==> config.mk <==
export PLATFORM = sky130hd
export DESIGN_NAME = guess_top
export DESIGN_NICKNAME = d
export VERILOG_FILES = /design/src/hdl/guess_pkg.sv /design/src/hdl/key_event_if.sv /design/src/hdl/guess_game.sv /design/src/hdl/guess_top.sv /design/src/hdl/scan_code_decoder.sv /design/src/hdl/seg_scan.sv
export SDC_FILE = /design/constraint.sdc
export NUM_CORES = 1
export LEC_CHECK = 0
export ABC_AREA = 1
export ABC_CLOCK_PERIOD_IN_PS = 6700
export BUFFER_PORTS_ARGS = -buffer_cell sky130_fd_sc_hd__buf_4
export CELL_PAD_IN_SITES_DETAIL_PLACEMENT = 1
export CELL_PAD_IN_SITES_GLOBAL_PLACEMENT = 2
export CORE_MARGIN = 2
export CORE_UTILIZATION = 35
export CTS_BUF_LIST = sky130_fd_sc_hd__clkbuf_16
export DETAILED_ROUTE_END_ITERATION = 16
export HOLD_SLACK_MARGIN = 0.12
export PLACE_DENSITY_LB_ADDON = 0.1
export SLEW_MARGIN = 30
export SYNTH_ARGS = -nofsm -noshare
export SYNTH_HDL_FRONTEND = slang
export SYNTH_SLANG_ARGS = --single-unit
export TNS_END_PERCENT = 5
==> constraint.sdc <==
create_clock -name clk -period 6.7 [get_ports clk]
set_input_delay 1.34 -clock clk [delete_from_list [all_inputs] [get_ports clk]]
set_output_delay 1.34 -clock clk [all_outputs]
set_load 0.05 [all_outputs]
==> src/hdl/guess_pkg.sv <==
package guess_pkg;

    ////////////////////////////////////////////////////////////
    // guess value, one byte seen as raw or as two bcd nibbles
    ////////////////////////////////////////////////////////////

    // bcd order equals binary order, so raw compares directly
    typedef union packed {
        logic [7:0] raw;
        struct packed {
            logic [3:0] tens;
            logic [3:0] ones;
        } bcd;
    } bcd_guess_t;

    typedef enum logic [2:0] {
        ST_IDLE,
        ST_RANGE,
        ST_ENTRY_ONE,
        ST_ENTRY_TWO,
        ST_WIN
    } game_state_t;

    ////////////////////////////////////////////////////////////
    // keyboard codes
    ////////////////////////////////////////////////////////////

    localparam logic [7:0] SCAN_BREAK  = 8'hF0;
    localparam logic [7:0] SCAN_EXTEND = 8'hE0;
    localparam logic [7:0] SCAN_ENTER  = 8'h5A;

    localparam int NUM_DIGIT_CODES = 20;

    // main row 0..9, then keypad 0..9
    localparam logic [7:0] DIGIT_SCAN_CODES [NUM_DIGIT_CODES] = '{
        8'h45, 8'h16, 8'h1E, 8'h26, 8'h25, 8'h2E, 8'h36, 8'h3D, 8'h3E, 8'h46,
        8'h70, 8'h69, 8'h72, 8'h7A, 8'h6B, 8'h73, 8'h74, 8'h6C, 8'h75, 8'h7D
    };

    // game limits
    localparam logic [7:0] ANSWER_WRAP = 8'h97;
    localparam logic [7:0] LOWER_START = 8'h00;
    localparam logic [7:0] UPPER_START = 8'h99;

    ////////////////////////////////////////////////////////////
    // display
    ////////////////////////////////////////////////////////////

    localparam logic [3:0] SEG_BLANK_CODE = 4'hF;

    // active low segments, gfedcba; last entry is the dash
    localparam logic [6:0] SEG_PATTERNS [11] = '{
        7'b1000000, 7'b1111001, 7'b0100100, 7'b0110000, 7'b0011001,
        7'b0010010, 7'b0000010, 7'b1111000, 7'b0000000, 7'b0010000,
        7'b0111111
    };

    localparam int SCAN_DIV   = 4;
    localparam int SCAN_DIV_W = $clog2(SCAN_DIV);
    localparam int NUM_DIGITS = 4;

endpackage

==> src/hdl/key_event_if.sv <==
`timescale 1ns/1ns

// decoded key press, valid is a one-clock pulse
interface key_event_if;
    logic       valid;
    logic       is_digit;
    logic       is_enter;
    logic [3:0] digit;

    modport source (output valid, output is_digit, output is_enter, output digit);

    modport sink (input valid, input is_digit, input is_enter, input digit);

endinterface

==> src/hdl/guess_game.sv <==
`timescale 1ns/1ns

module guess_game
    import guess_pkg::*;
(
    input  logic                        clk,
    input  logic                        rst,
    input  logic                        start,
    input  logic                        cheat,
    key_event_if.sink                   key,
    output logic                        win,
    output logic [NUM_DIGITS-1:0][3:0]  digits,
    output logic [NUM_DIGITS-1:0]       digit_mask
);

    game_state_t state;
    bcd_guess_t  counter;
    bcd_guess_t  answer;
    bcd_guess_t  lower;
    bcd_guess_t  upper;
    bcd_guess_t  entry;
    logic        start_d;
    logic        new_game;
    logic        digit_in;
    logic        enter_in;

    function automatic bcd_guess_t bcd_step(bcd_guess_t v);
        bcd_guess_t r;
        r = v;
        if (v.bcd.ones == 4'd9) begin
            r.bcd.ones = 4'd0;
            r.bcd.tens = v.bcd.tens + 4'd1;
        end else begin
            r.bcd.ones = v.bcd.ones + 4'd1;
        end
        return r;
    endfunction

    assign new_game = start && !start_d && (state == ST_IDLE || state == ST_WIN);
    assign digit_in = key.valid && key.is_digit;
    assign enter_in = key.valid && key.is_enter;
    assign win      = (state == ST_WIN);

    ////////////////////////////////////////////////////////////
    // free-running answer source
    ////////////////////////////////////////////////////////////

    always_ff @(posedge clk or posedge rst) begin
        if (rst) begin
            counter <= '0;
            start_d <= 1'b0;
        end else begin
            counter <= (counter.raw == ANSWER_WRAP) ? bcd_guess_t'('0) : bcd_step(counter);
            start_d <= start;
        end
    end

    always_ff @(posedge clk) begin
        if (new_game) begin
            answer <= bcd_step(counter);
        end
        // last two typed digits
        if (digit_in) begin
            entry <= {entry.bcd.ones, key.digit};
        end
    end

    ////////////////////////////////////////////////////////////
    // game FSM and bounds
    ////////////////////////////////////////////////////////////

    always_ff @(posedge clk or posedge rst) begin
        if (rst) begin
            state <= ST_IDLE;
            lower <= LOWER_START;
            upper <= UPPER_START;
        end else begin
            case (state)
                ST_IDLE, ST_WIN: begin
                    if (new_game) begin
                        state <= ST_RANGE;
                        lower <= LOWER_START;
                        upper <= UPPER_START;
                    end
                end
                ST_RANGE: begin
                    if (digit_in) state <= ST_ENTRY_ONE;
                end
                ST_ENTRY_ONE: begin
                    if (enter_in) state <= ST_RANGE;
                    else if (digit_in) state <= ST_ENTRY_TWO;
                end
                ST_ENTRY_TWO: begin
                    if (enter_in) begin
                        state <= ST_RANGE;
                        // only guesses strictly inside the bounds count
                        if (entry.raw > lower.raw && entry.raw < upper.raw) begin
                            if (entry.raw == answer.raw) state <= ST_WIN;
                            else if (entry.raw > answer.raw) upper <= entry;
                            else lower <= entry;
                        end
                    end
                end
                default: state <= ST_IDLE;
            endcase
        end
    end

    // display content, digits[3] is the leftmost
    always_comb begin
        digits     = {NUM_DIGITS{SEG_BLANK_CODE}};
        digit_mask = '1;
        case (state)
            ST_RANGE: begin
                if (cheat) begin
                    digits     = {answer.bcd.tens, answer.bcd.ones,
                                  SEG_BLANK_CODE, SEG_BLANK_CODE};
                    digit_mask = 4'b1100;
                end else begin
                    digits = {lower.bcd.tens, lower.bcd.ones,
                              upper.bcd.tens, upper.bcd.ones};
                end
            end
            ST_ENTRY_ONE: begin
                digits[0]  = entry.bcd.ones;
                digit_mask = 4'b0001;
            end
            ST_ENTRY_TWO: begin
                digits[1]  = entry.bcd.tens;
                digits[0]  = entry.bcd.ones;
                digit_mask = 4'b0011;
            end
            ST_WIN: begin
                digits = {answer.bcd.tens, answer.bcd.ones,
                          answer.bcd.tens, answer.bcd.ones};
            end
            default: ;
        endcase
    end

endmodule

==> src/hdl/guess_top.sv <==
`timescale 1ns/1ns

module guess_top
    import guess_pkg::*;
(
    input  logic                   clk,
    input  logic                   rst,
    input  logic                   start,
    input  logic                   cheat,
    input  logic [7:0]             scan_code,
    input  logic                   code_req,
    output logic                   code_ack,
    output logic                   win,
    output logic [NUM_DIGITS-1:0]  digit,
    output logic [6:0]             display
);

    logic [NUM_DIGITS-1:0][3:0] digits;
    logic [NUM_DIGITS-1:0]      digit_mask;

    key_event_if key_bus ();

    scan_code_decoder u_decoder (
        .clk       (clk),
        .rst       (rst),
        .scan_code (scan_code),
        .code_req  (code_req),
        .code_ack  (code_ack),
        .key       (key_bus.source)
    );

    guess_game u_game (
        .clk        (clk),
        .rst        (rst),
        .start      (start),
        .cheat      (cheat),
        .key        (key_bus.sink),
        .win        (win),
        .digits     (digits),
        .digit_mask (digit_mask)
    );

    seg_scan u_scan (
        .clk        (clk),
        .rst        (rst),
        .digits     (digits),
        .digit_mask (digit_mask),
        .digit      (digit),
        .display    (display)
    );

endmodule

==> src/hdl/scan_code_decoder.sv <==
`timescale 1ns/1ns

module scan_code_decoder
    import guess_pkg::*;
(
    input  logic              clk,
    input  logic              rst,
    input  logic [7:0]        scan_code,
    input  logic              code_req,
    output logic              code_ack,
    key_event_if.source       key
);

    logic       take;
    logic       brk_seen;
    logic       ext_seen;
    logic       hit_digit;
    logic       hit_enter;
    logic [3:0] hit_value;
    logic       make_event;

    // new byte on the port, not yet acknowledged
    assign take = code_req && !code_ack;

    ////////////////////////////////////////////////////////////
    // code lookup
    ////////////////////////////////////////////////////////////

    always_comb begin
        hit_digit = 1'b0;
        hit_value = '0;
        for (int i = 0; i < NUM_DIGIT_CODES; i++) begin
            if (scan_code == DIGIT_SCAN_CODES[i]) begin
                hit_digit = 1'b1;
                hit_value = 4'(i % 10);
            end
        end
    end

    assign hit_enter = (scan_code == SCAN_ENTER);

    // plain make code only, prefixed bytes are swallowed
    assign make_event = take && !brk_seen && !ext_seen && (hit_digit || hit_enter);

    ////////////////////////////////////////////////////////////
    // handshake and prefix flags
    ////////////////////////////////////////////////////////////

    always_ff @(posedge clk or posedge rst) begin
        if (rst) begin
            code_ack  <= 1'b0;
            brk_seen  <= 1'b0;
            ext_seen  <= 1'b0;
            key.valid <= 1'b0;
        end else begin
            key.valid <= make_event;
            if (take) begin
                code_ack <= 1'b1;
                if (scan_code == SCAN_BREAK) begin
                    brk_seen <= 1'b1;
                end else if (scan_code == SCAN_EXTEND) begin
                    ext_seen <= 1'b1;
                end else begin
                    brk_seen <= 1'b0;
                    ext_seen <= 1'b0;
                end
            end else if (!code_req) begin
                code_ack <= 1'b0;
            end
        end
    end

    // event payload
    always_ff @(posedge clk) begin
        if (make_event) begin
            key.is_digit <= hit_digit;
            key.is_enter <= hit_enter;
            key.digit    <= hit_value;
        end
    end

endmodule

==> src/hdl/seg_scan.sv <==
`timescale 1ns/1ns

module seg_scan
    import guess_pkg::*;
(
    input  logic                        clk,
    input  logic                        rst,
    input  logic [NUM_DIGITS-1:0][3:0]  digits,
    input  logic [NUM_DIGITS-1:0]       digit_mask,
    output logic [NUM_DIGITS-1:0]       digit,
    output logic [6:0]                  display
);

    logic [SCAN_DIV_W-1:0] presc;
    logic [NUM_DIGITS-1:0] pos;
    logic [NUM_DIGITS-1:0] base;
    logic [NUM_DIGITS-1:0] cand;
    logic [NUM_DIGITS-1:0] next_pos;
    logic [3:0]            nib;

    // walk right to left until an enabled digit is found
    always_comb begin
        base     = (pos == '0) ? {1'b1, {(NUM_DIGITS-1){1'b0}}} : pos;
        cand     = base;
        next_pos = '0;
        for (int k = 0; k < NUM_DIGITS; k++) begin
            cand = {cand[NUM_DIGITS-2:0], cand[NUM_DIGITS-1]};
            if (next_pos == '0 && (cand & digit_mask) != '0) next_pos = cand;
        end
    end

    always_ff @(posedge clk or posedge rst) begin
        if (rst) begin
            presc <= '0;
            pos   <= '0;
        end else if (presc == SCAN_DIV_W'(SCAN_DIV - 1)) begin
            presc <= '0;
            pos   <= next_pos;
        end else begin
            presc <= presc + 1'b1;
        end
    end

    // a digit disabled mid-step goes dark at once
    assign digit = ~(pos & digit_mask);

    always_comb begin
        nib = SEG_BLANK_CODE;
        for (int i = 0; i < NUM_DIGITS; i++) begin
            if (pos[i]) nib = digits[i];
        end
    end

    // anything above 9 is a dash
    assign display = (nib > 4'd9) ? SEG_PATTERNS[10] : SEG_PATTERNS[nib];

endmodule
==> key figures, run 1 <==
Run status
  • Status: completed

Routing
  • Uppermost layer routed: met4
  • Average wire per cell in the routed design: roughly 16 um
  • Post-DRT Antenna Nets: 0
  • DR iter-0 viols: about 150
  • Routed wire length: 11700 um
  • Routed wl met2: around 5700 um
  • Vias: approximately 3700
  • Met3 WL: approximately 320 um
  • Post-Route M1 WL: 5540 um
  • Via density: between 5 and 6
  • DR pass1 iterations: 4
  • # DRC: 0

Timing
  • Fin Hold WS: around 0.42 ns
  • Unrepaired setup endpoints after global routing: false
  • Max Clock Skew: ~0.0067 ns
  • Fin crit share: 69.2%
  • Setup WS post-layout: slightly above 2 ns
  • Setup violations, final: 0
  • Minimum clock period: approximately 4.6 ns
  • Slew Limit Fails: 0
  • Hold Vio Cnt, Final: 0
  • Setup TNS: 0 ns
  • Rel. slew slack: 53.9%
  • Slew @ Worst Pin: around 0.69 ns
  • Fmax: about 220 MHz

Worst hold path
  • Min-Delay Path Class: reg -> reg

CTS
  • TritonCTS clock tree: done
  • Clock Tree Buf Depth: 2
  • TritonCTS sink count: 60
  • TritonCTS Buffers: 9
  • Skew-Pair Late Insertion Delay: approximately 0.34 ns
  • H-tree depth: 3
  • Resized Gates After CTS: 0
  • Hold_buf cts: 0
  • Clock Pin Slew Worst Setup and Hold Paths: 0.05 ns
  • Post-CTS setup buffer count: 0
  • Root buffer cell: clkbuf_16

Floorplan
  • Starting density of the core: ~36%
  • Die H: around 110 um
  • Die area: between 0.01 and 0.015 mm2
  • Num ports: 26
  • Chip Width: approximately 110 um
  • Num rows: 39
  • Core area: 0.0115 mm2

Worst setup path
  • WP data arrival: roughly 3.3 ns
  • Critical path class: in -> out
  • Crit Path Max Fanout: 22
  • CP Capture Type: primary output
  • Worst Setup Start Kind: primary input
  • Flop-to-flop setup slack: 3.98 ns
  • Crit path required time: 5.36 ns

Yosys
  • Synth Flop Type: dfrtp_1
  • Synth Cell Area: roughly 0.0042 mm2
  • Synth unique cells: between 50 and 60
  • EDFF count, synth: 22
  • Post-synthesis cell count: between 500 and 600
  • Sequential-to-total area share from yosys stat: around two fifths
  • Asr flop ratio synth: between 60% and 70%
  • FF+latch count, synth: 60
  • Yosys warns: 0
  • Synthesized netlist net count: 594
  • Synth area leaders: dfrtp_1 20%, edfxtp_1 16%, nand2_1 11%, ha_1 9.3%, inv_1 7.0%
  • Most frequent cell after synthesis: nand2_1
  • Top cell type's share of synthesized area: ~20%
  • Most frequent cells after synthesis: 119 x nand2_1, 78 x inv_1, 57 x nor2_1
  • Mean Syn Cell Area: approximately 7.6 um2
  • Yosys top cell by area: dfrtp_1

Place
  • Placed inst area: between 0.004 and 0.005 mm2
  • Setup WS pre-CTS: roughly 2.1 ns
  • HPWL after DPL: just over 9000 um
  • GP Congestion: ~0.82
  • Port Buffer Count: 25

Global routing
  • Vias in the first global route: around 3900
  • Gr usage total: between 10% and 20%
  • Total grt overflow: 0
  • Initial antenna violation count: 0
  • First-pass GRT wire length: 19600 um
  • Largest net degree at the start of global routing: 39

Power
  • Combinational share of power: around 57%
  • Switching share of power: about half
  • PD cells: ~470 mW/mm2
  • Switching pwr: between 1 and 1.5 mW
  • Pint: around 1.1 mW
  • Leak: 2.32 nW
  • Peak supply drop: 0.000192 V
  • Clock network fraction of design power: 18.7%
  • Power share of the sequential group: 24.3%

Final layout
  • Final net count: approximately 620
  • Layout cell share with drive strength beyond 1: 12.2%
  • Area grow syn2layout: 14.2%
  • Antenna cells: 0
  • Final core occ: just over 40%
  • Number of fill cells: 1429
  • Finished Cell Area: around 0.0048 mm2

Run
  • Max Cap Violations: 0
-- logic make-up (layout without fill, tap and decap cells) --
family / after synthesis / after routing / share of synthesized area, %
DFF: 60 / 60 / 38.7
and+or+nand+nor: 252 / 252 / 27.3
xor gates and xnor gates: 5 / 5 / 1.05
adders and majority gates: 31 / 31 / 9.28
AOI/OAI and AO/OA: 104 / 104 / 14.3
buffers and inverters: 97 / 130 / 9.19
muxes: 1 / 1 / 0.239
-- stage by stage --
| stage | power [mW] | std cells |
|---|---|---|
| 5_1_grt | 2.40 | 726 |
| 2_1_floorplan | 1.47 | 550 |
| 4_1_cts | 2.25 | 726 |
| 6_report | 2.22 | 726 |
| 3_3_place_gp | 1.79 | 710 |
| 3_5_place_dp | 1.82 | 710 |
-- power by group through the flow --
stage	clock, mW	sequential [mW]	combinational (mW)
2_1_floorplan	0	0.502	0.969
3_3_place_gp	0	0.542	1.25
3_5_place_dp	0	0.545	1.27
4_1_cts	0.432	0.539	1.28
5_1_grt	0.443	0.547	1.41
6_report	0.417	0.540	1.27
-- final cells by class --
class / instances / area, um2 / share of cell area [%]
clock inverters: 7 / 41.3 / 0.865
well taps: 143 / 179 / 3.75
inverters: 88 / 338 / 7.07
multi-input cells: 393 / 2180 / 45.7
flip-flops and latches: 60 / 1620 / 33.8
repair buffers: 26 / 195 / 4.09
clock buffers: 9 / 225 / 4.72
-- critical path, cell delays in order --
cell     delay [ns]
buf_4          0.21
inv_1          0.12
a21oi_1        0.15
nor2_1         0.06
nand2_1        0.06
o22ai_1        0.06
a22o_1         0.18
nand2_1        0.06
nand2_1        0.12
inv_1          0.11
ha_1           0.22
or2_0          0.25
o21ai_1        0.13
buf_4          0.21
-- sequential cells by signal, indices dropped and copies added, names as in the netlist, 2 cells and up --
name / flops
u_decoder.key.digit: 4
u_game.answer: 8
u_game.counter: 8
u_game.entry: 8
u_game.lower: 8
u_game.state: 3
u_game.upper: 8
u_scan.pos: 4
u_scan.presc: 2
-- worst paths after layout --
kind / start / end / depth (start not counted)
min in group asynchronous: rst / u_game.counter[7]$_DFF_PP0_ / 3
worst min-delay path: u_decoder.key.digit[0]$_SDFFCE_PP1P_ / u_game.entry[0]$_DFFE_PP_ / 0
worst min register to register: u_decoder.key.digit[0]$_SDFFCE_PP1P_ / u_game.entry[0]$_DFFE_PP_ / 0
worst max-delay path: cheat / display[1] / 14
worst max register to register: u_game.entry[3]$_DFFE_PP_ / u_game.upper[7]$_DFFE_PP1P_ / 10
max in group asynchronous: rst / u_game.upper[7]$_DFFE_PP1P_ / 3
-- layer usage --
layer,global-route usage [%],vias to the layer above
met5,0,-
met4,6.10,0
met3,3.70,12
met2,33.8,45
met1,24.8,1777
li1,-,1890
-- cells in the final DEF, fill, tap and decap left out, drive strengths merged, types with 3 or more instances in the layout --
| cell type | n |
|---|---|
| inv | 90 |
| xnor2 | 3 |
| a31oi | 5 |
| ha | 31 |
| or2 | 4 |
| nor2 | 62 |
| nor3 | 12 |
| a21oi | 33 |
| edfxtp | 22 |
| buf | 26 |
| o211ai | 4 |
| nand2 | 124 |
| dfstp | 4 |
| clkbuf | 9 |
| dfrtp | 34 |
| o21ai | 47 |
| nand3 | 32 |
| clkinv | 3 |
| nand4 | 11 |
| nor4 | 5 |
Power figures use the tool's default switching activity.
==> run 2, diff against run 1 <==
- ABC_AREA: 1 -> 0
- ABC_CLOCK_PERIOD_IN_PS: 6700 -> 4100
- clock period: 6.7 -> 4.1 ns (I/O delays scaled with it)
==> key figures, run 2 <==
Run status
  • Status: completed (unchanged)

Yosys
  • FF+latch count, synth: 60 (unchanged)
  • Synth unique cells: 75 (was 52)
  • Synth Area in XOR/XNOR: 1.38% (was 1.05%)
  • Post-synthesis mux area share: 5.48% (was 0.239%)
  • Most frequent cells after synthesis: 50 x nand2_1, 41 x inv_1, 38 x nor2_1 (was 119 x nand2_1, 78 x inv_1, 57 x nor2_1)
  • Mean Syn Cell Area: 8.84 um2 (was 7.60 um2)
  • Most frequent cell after synthesis: nand2_1 (unchanged)
  • Synth Flop Type: dfrtp_1 (unchanged)
  • Yosys top cell by area: dfrtp_1 (unchanged)
  • Asr flop ratio synth: 63.3% (unchanged)
  • Largest family of logic cells by synthesized area: compound AO/OA/AOI/OAI gates (was simple AND/OR/NAND/NOR gates)
  • Compound-Gate Fraction of Synth Area: 21.4% (was 14.3%)
  • Synthesized netlist net count: 548 (was 594)
  • EDFF count, synth: 22 (unchanged)
  • Top cell type's share of synthesized area: 19.1% (was 20.3%)
  • Synth area leaders: dfrtp_1 19%, edfxtp_1 15%, ha_1 8.7%, nand2_1 4.2%, o21ai_0 3.6% (was dfrtp_1 20%, edfxtp_1 16%, nand2_1 11%, ha_1 9.3%, inv_1 7.0%)
  • Post-Synth Adder-Cell Area: 8.71% (was 9.28%)
  • Synth Area in Simple Gates: 20.8% (was 27.3%)
  • Yosys warns: 0 (unchanged)
  • Post-synthesis cell count: 504 (was 550)
  • Sequential-to-total area share from yosys stat: 36.3% (was 38.7%)
  • Synth Cell Area: 0.00445 mm2 (was 0.00418 mm2)

Worst setup path
  • Critical path class: reg -> out (was in -> out)
  • CP Capture Type: primary output (unchanged)
  • Crit Path Max Fanout: 15 (was 22)
  • Crit path required time: 3.28 ns (was 5.36 ns)
  • WP data arrival: 3.10 ns (was 3.29 ns)
  • Worst Setup Start Kind: register (was primary input)

CTS
  • Skew-Pair Late Insertion Delay: 0.33 ns (was 0.34 ns)
  • H-tree depth: 3 (unchanged)
  • Clock Tree Buf Depth: 2 (unchanged)
  • TritonCTS sink count: 60 (unchanged)
  • Root buffer cell: clkbuf_16 (unchanged)
  • Resized Gates After CTS: 0 (unchanged)
  • Clock Pin Slew Worst Setup and Hold Paths: 0.05 ns (about the same)
  • Post-CTS setup buffer count: 0 (unchanged)
  • TritonCTS clock tree: done (unchanged)
  • TritonCTS Buffers: 9 (unchanged)
  • Hold_buf cts: 0 (unchanged)

Final layout
  • Antenna cells: 0 (unchanged)
  • Area grow syn2layout: 16.2% (was 14.2%)
  • Most frequent cells in the layout: 50 x nand2_1, 41 x inv_1, 38 x nor2_1 (was 119 x nand2_1, 78 x inv_1, 57 x nor2_1)
  • Layout cell share with drive strength beyond 1: 15.3% (was 12.2%)
  • Final net count: 569 (was 622)
  • Commonest non-fill, non-tap cell in the layout: nand2_1 (unchanged)

Power
  • PD cells: 465 mW/mm2 (about the same)
  • Leak: 2.09 nW (was 2.32 nW)
  • Peak supply drop: 0.000212 V (was 0.000192 V)

Routing
  • Vias: 3768 (was 3724)
  • Post-DRT Antenna Nets: 0 (unchanged)
  • DR pass1 iterations: 4 (unchanged)
  • Average wire per cell in the routed design: 17.9 um (was 16.1 um)
  • DR iter-0 viols: 151 (was 154)
  • Routed wire length: 12600 um (was 11700 um)
  • # DRC: 0 (unchanged)
  • Via density: 5.37 (was 5.13)

Timing
  • Slew Limit Fails: 0 (unchanged)
  • Minimum clock period: a little under 4 ns
  • Unrepaired setup endpoints after global routing: true (was false)
  • Fin crit share: a little over nine tenths
  • Setup violations, final: 0 (unchanged)
  • Max Clock Skew: 0.00567 ns (was 0.00672 ns)
  • Slew @ Worst Pin: 0.822 ns (was 0.686 ns)
  • Rel. slew slack: 44.8% (was 53.9%)
  • Hold Vio Cnt, Final: 0 (unchanged)
  • Fin Hold WS: 0.419 ns (was 0.417 ns)
  • Fmax: approximately 250 MHz
  • Setup TNS: 0 ns (unchanged)

Place
  • GP Congestion: 0.853 (was 0.820)
  • Port Buffer Count: 25 (unchanged)
  • HPWL after DPL: 9570 um (was 9280 um)

Global routing
  • Initial antenna violation count: 0 (unchanged)
  • First-pass GRT wire length: 20600 um (was 19600 um)
  • Vias in the first global route: 3838 (was 3880)
  • Largest net degree at the start of global routing: 39 (unchanged)
  • Total grt overflow: 0 (unchanged)
  • Gr usage total: 19.9% (was 19.6%)

Floorplan
  • Chip Width: 117 um (was 113 um)
  • Die area: 0.0136 mm2 (was 0.0128 mm2)
  • Num ports: 26 (unchanged)
  • Die H: 117 um (was 113 um)
  • Core area: 0.0125 mm2 (was 0.0115 mm2)
  • Num rows: 41 (was 39)
  • Starting density of the core: 35.6% (was 36.3%)

Run
  • Max Cap Violations: 0 (unchanged)

Worst hold path
  • Min-Delay Path Class: reg -> reg (unchanged)
run 2: cell types whose count changed after synthesis, sizes merged, moves of 10 or more:
| cell | delta |
|---|---|
| or3 | +10 |
| clkbuf | +15 |
| nand2b | +22 |
| mux2i | +11 |
| nor2b | +18 |
| nand3 | -26 |
| nor2 | -24 |
| o21ai | -15 |
| inv | -46 |
| mux2 | +11 |
| nand2 | -74 |
run 2: final cells by class:
cell class	instances	area, um2
well taps	172	215
multi-input cells	376	2590
repair buffers	36	274
flip-flops and latches	60	1620
clock inverters	6	71.3
fillers	1493	7340
inverters	42	158
clock buffers	10	250
run 2: kinds of logic after synthesis:
group / count (synthesis)
and+or+nand+nor: 175
AOI/OAI and AO/OA: 140
buffers and inverters: 68
DFF: 60
adders and majority gates: 31
muxes: 23
xor gates and xnor gates: 7
run 2: layer usage:
| layer | vias to the layer above | global-route usage [%] | wire length, um |
|---|---|---|---|
| met5 | - | 0 | 0 |
| met2 | 51 | 31.2 | 5770 |
| met3 | 17 | 3.86 | 463 |
| li1 | 1873 | - | - |
| met4 | 0 | 6.20 | 222 |
| met1 | 1827 | 27.9 | 6140 |
run 2: worst paths after layout:
check                      cells past startpoint  slack (ns)                                  from                     endpoint
hold reg to reg                                0        0.42  u_decoder.key.digit[1]$_SDFFCE_PP0P_    u_game.entry[1]$_DFFE_PP_
setup reg to reg                               7        1.09           u_game.state[2]$_DFFE_PP0P_  u_game.upper[5]$_DFFE_PP0P_
setup / recovery                              11        0.18           u_game.state[0]$_DFFE_PP0P_                   display[5]
max in group asynchronous                      3        3.10                                   rst  u_game.upper[7]$_DFFE_PP1P_
min in group asynchronous                      3        0.62                                   rst  u_game.counter[0]$_DFF_PP0_
hold / removal                                 0        0.42  u_decoder.key.digit[1]$_SDFFCE_PP0P_    u_game.entry[1]$_DFFE_PP_
run 2: power breakdown:
group / total, mW / internal, mW / switching (mW) / leakage, nW
registers: 0.670 / 0.648 / 0.0224 / 0.687
logic: 0.947 / 0.340 / 0.607 / 1.25
clock network: 0.790 / 0.509 / 0.280 / 0.150
run 2: metrics by stage:
stage               utilization [%]  power (mW)  instance area [um2]  setup slack [ns]  cells
finish                         41.3        2.41                 5170             0.178    702
global route                   41.3        2.55                 5170           -0.0253    702
CTS                            41.2        2.43                 5160            0.0208    702
detailed placement             38.7        1.62                 4840             0.268    686
global placement               38.7        1.61                 4840             0.301    686
floorplan                         -        1.36                 4460            0.0374    504
run 2: critical path, cell delays in order (launching register included):
cell	delay [ns]
dfrtp_1	0.34
buf_4	0.20
nor2b_1	0.18
and2b_2	0.22
nand2b_1	0.15
o221a_2	0.31
o31ai_2	0.31
inv_1	0.14
ha_1	0.23
or3_1	0.37
o311a_1	0.13
buf_4	0.19
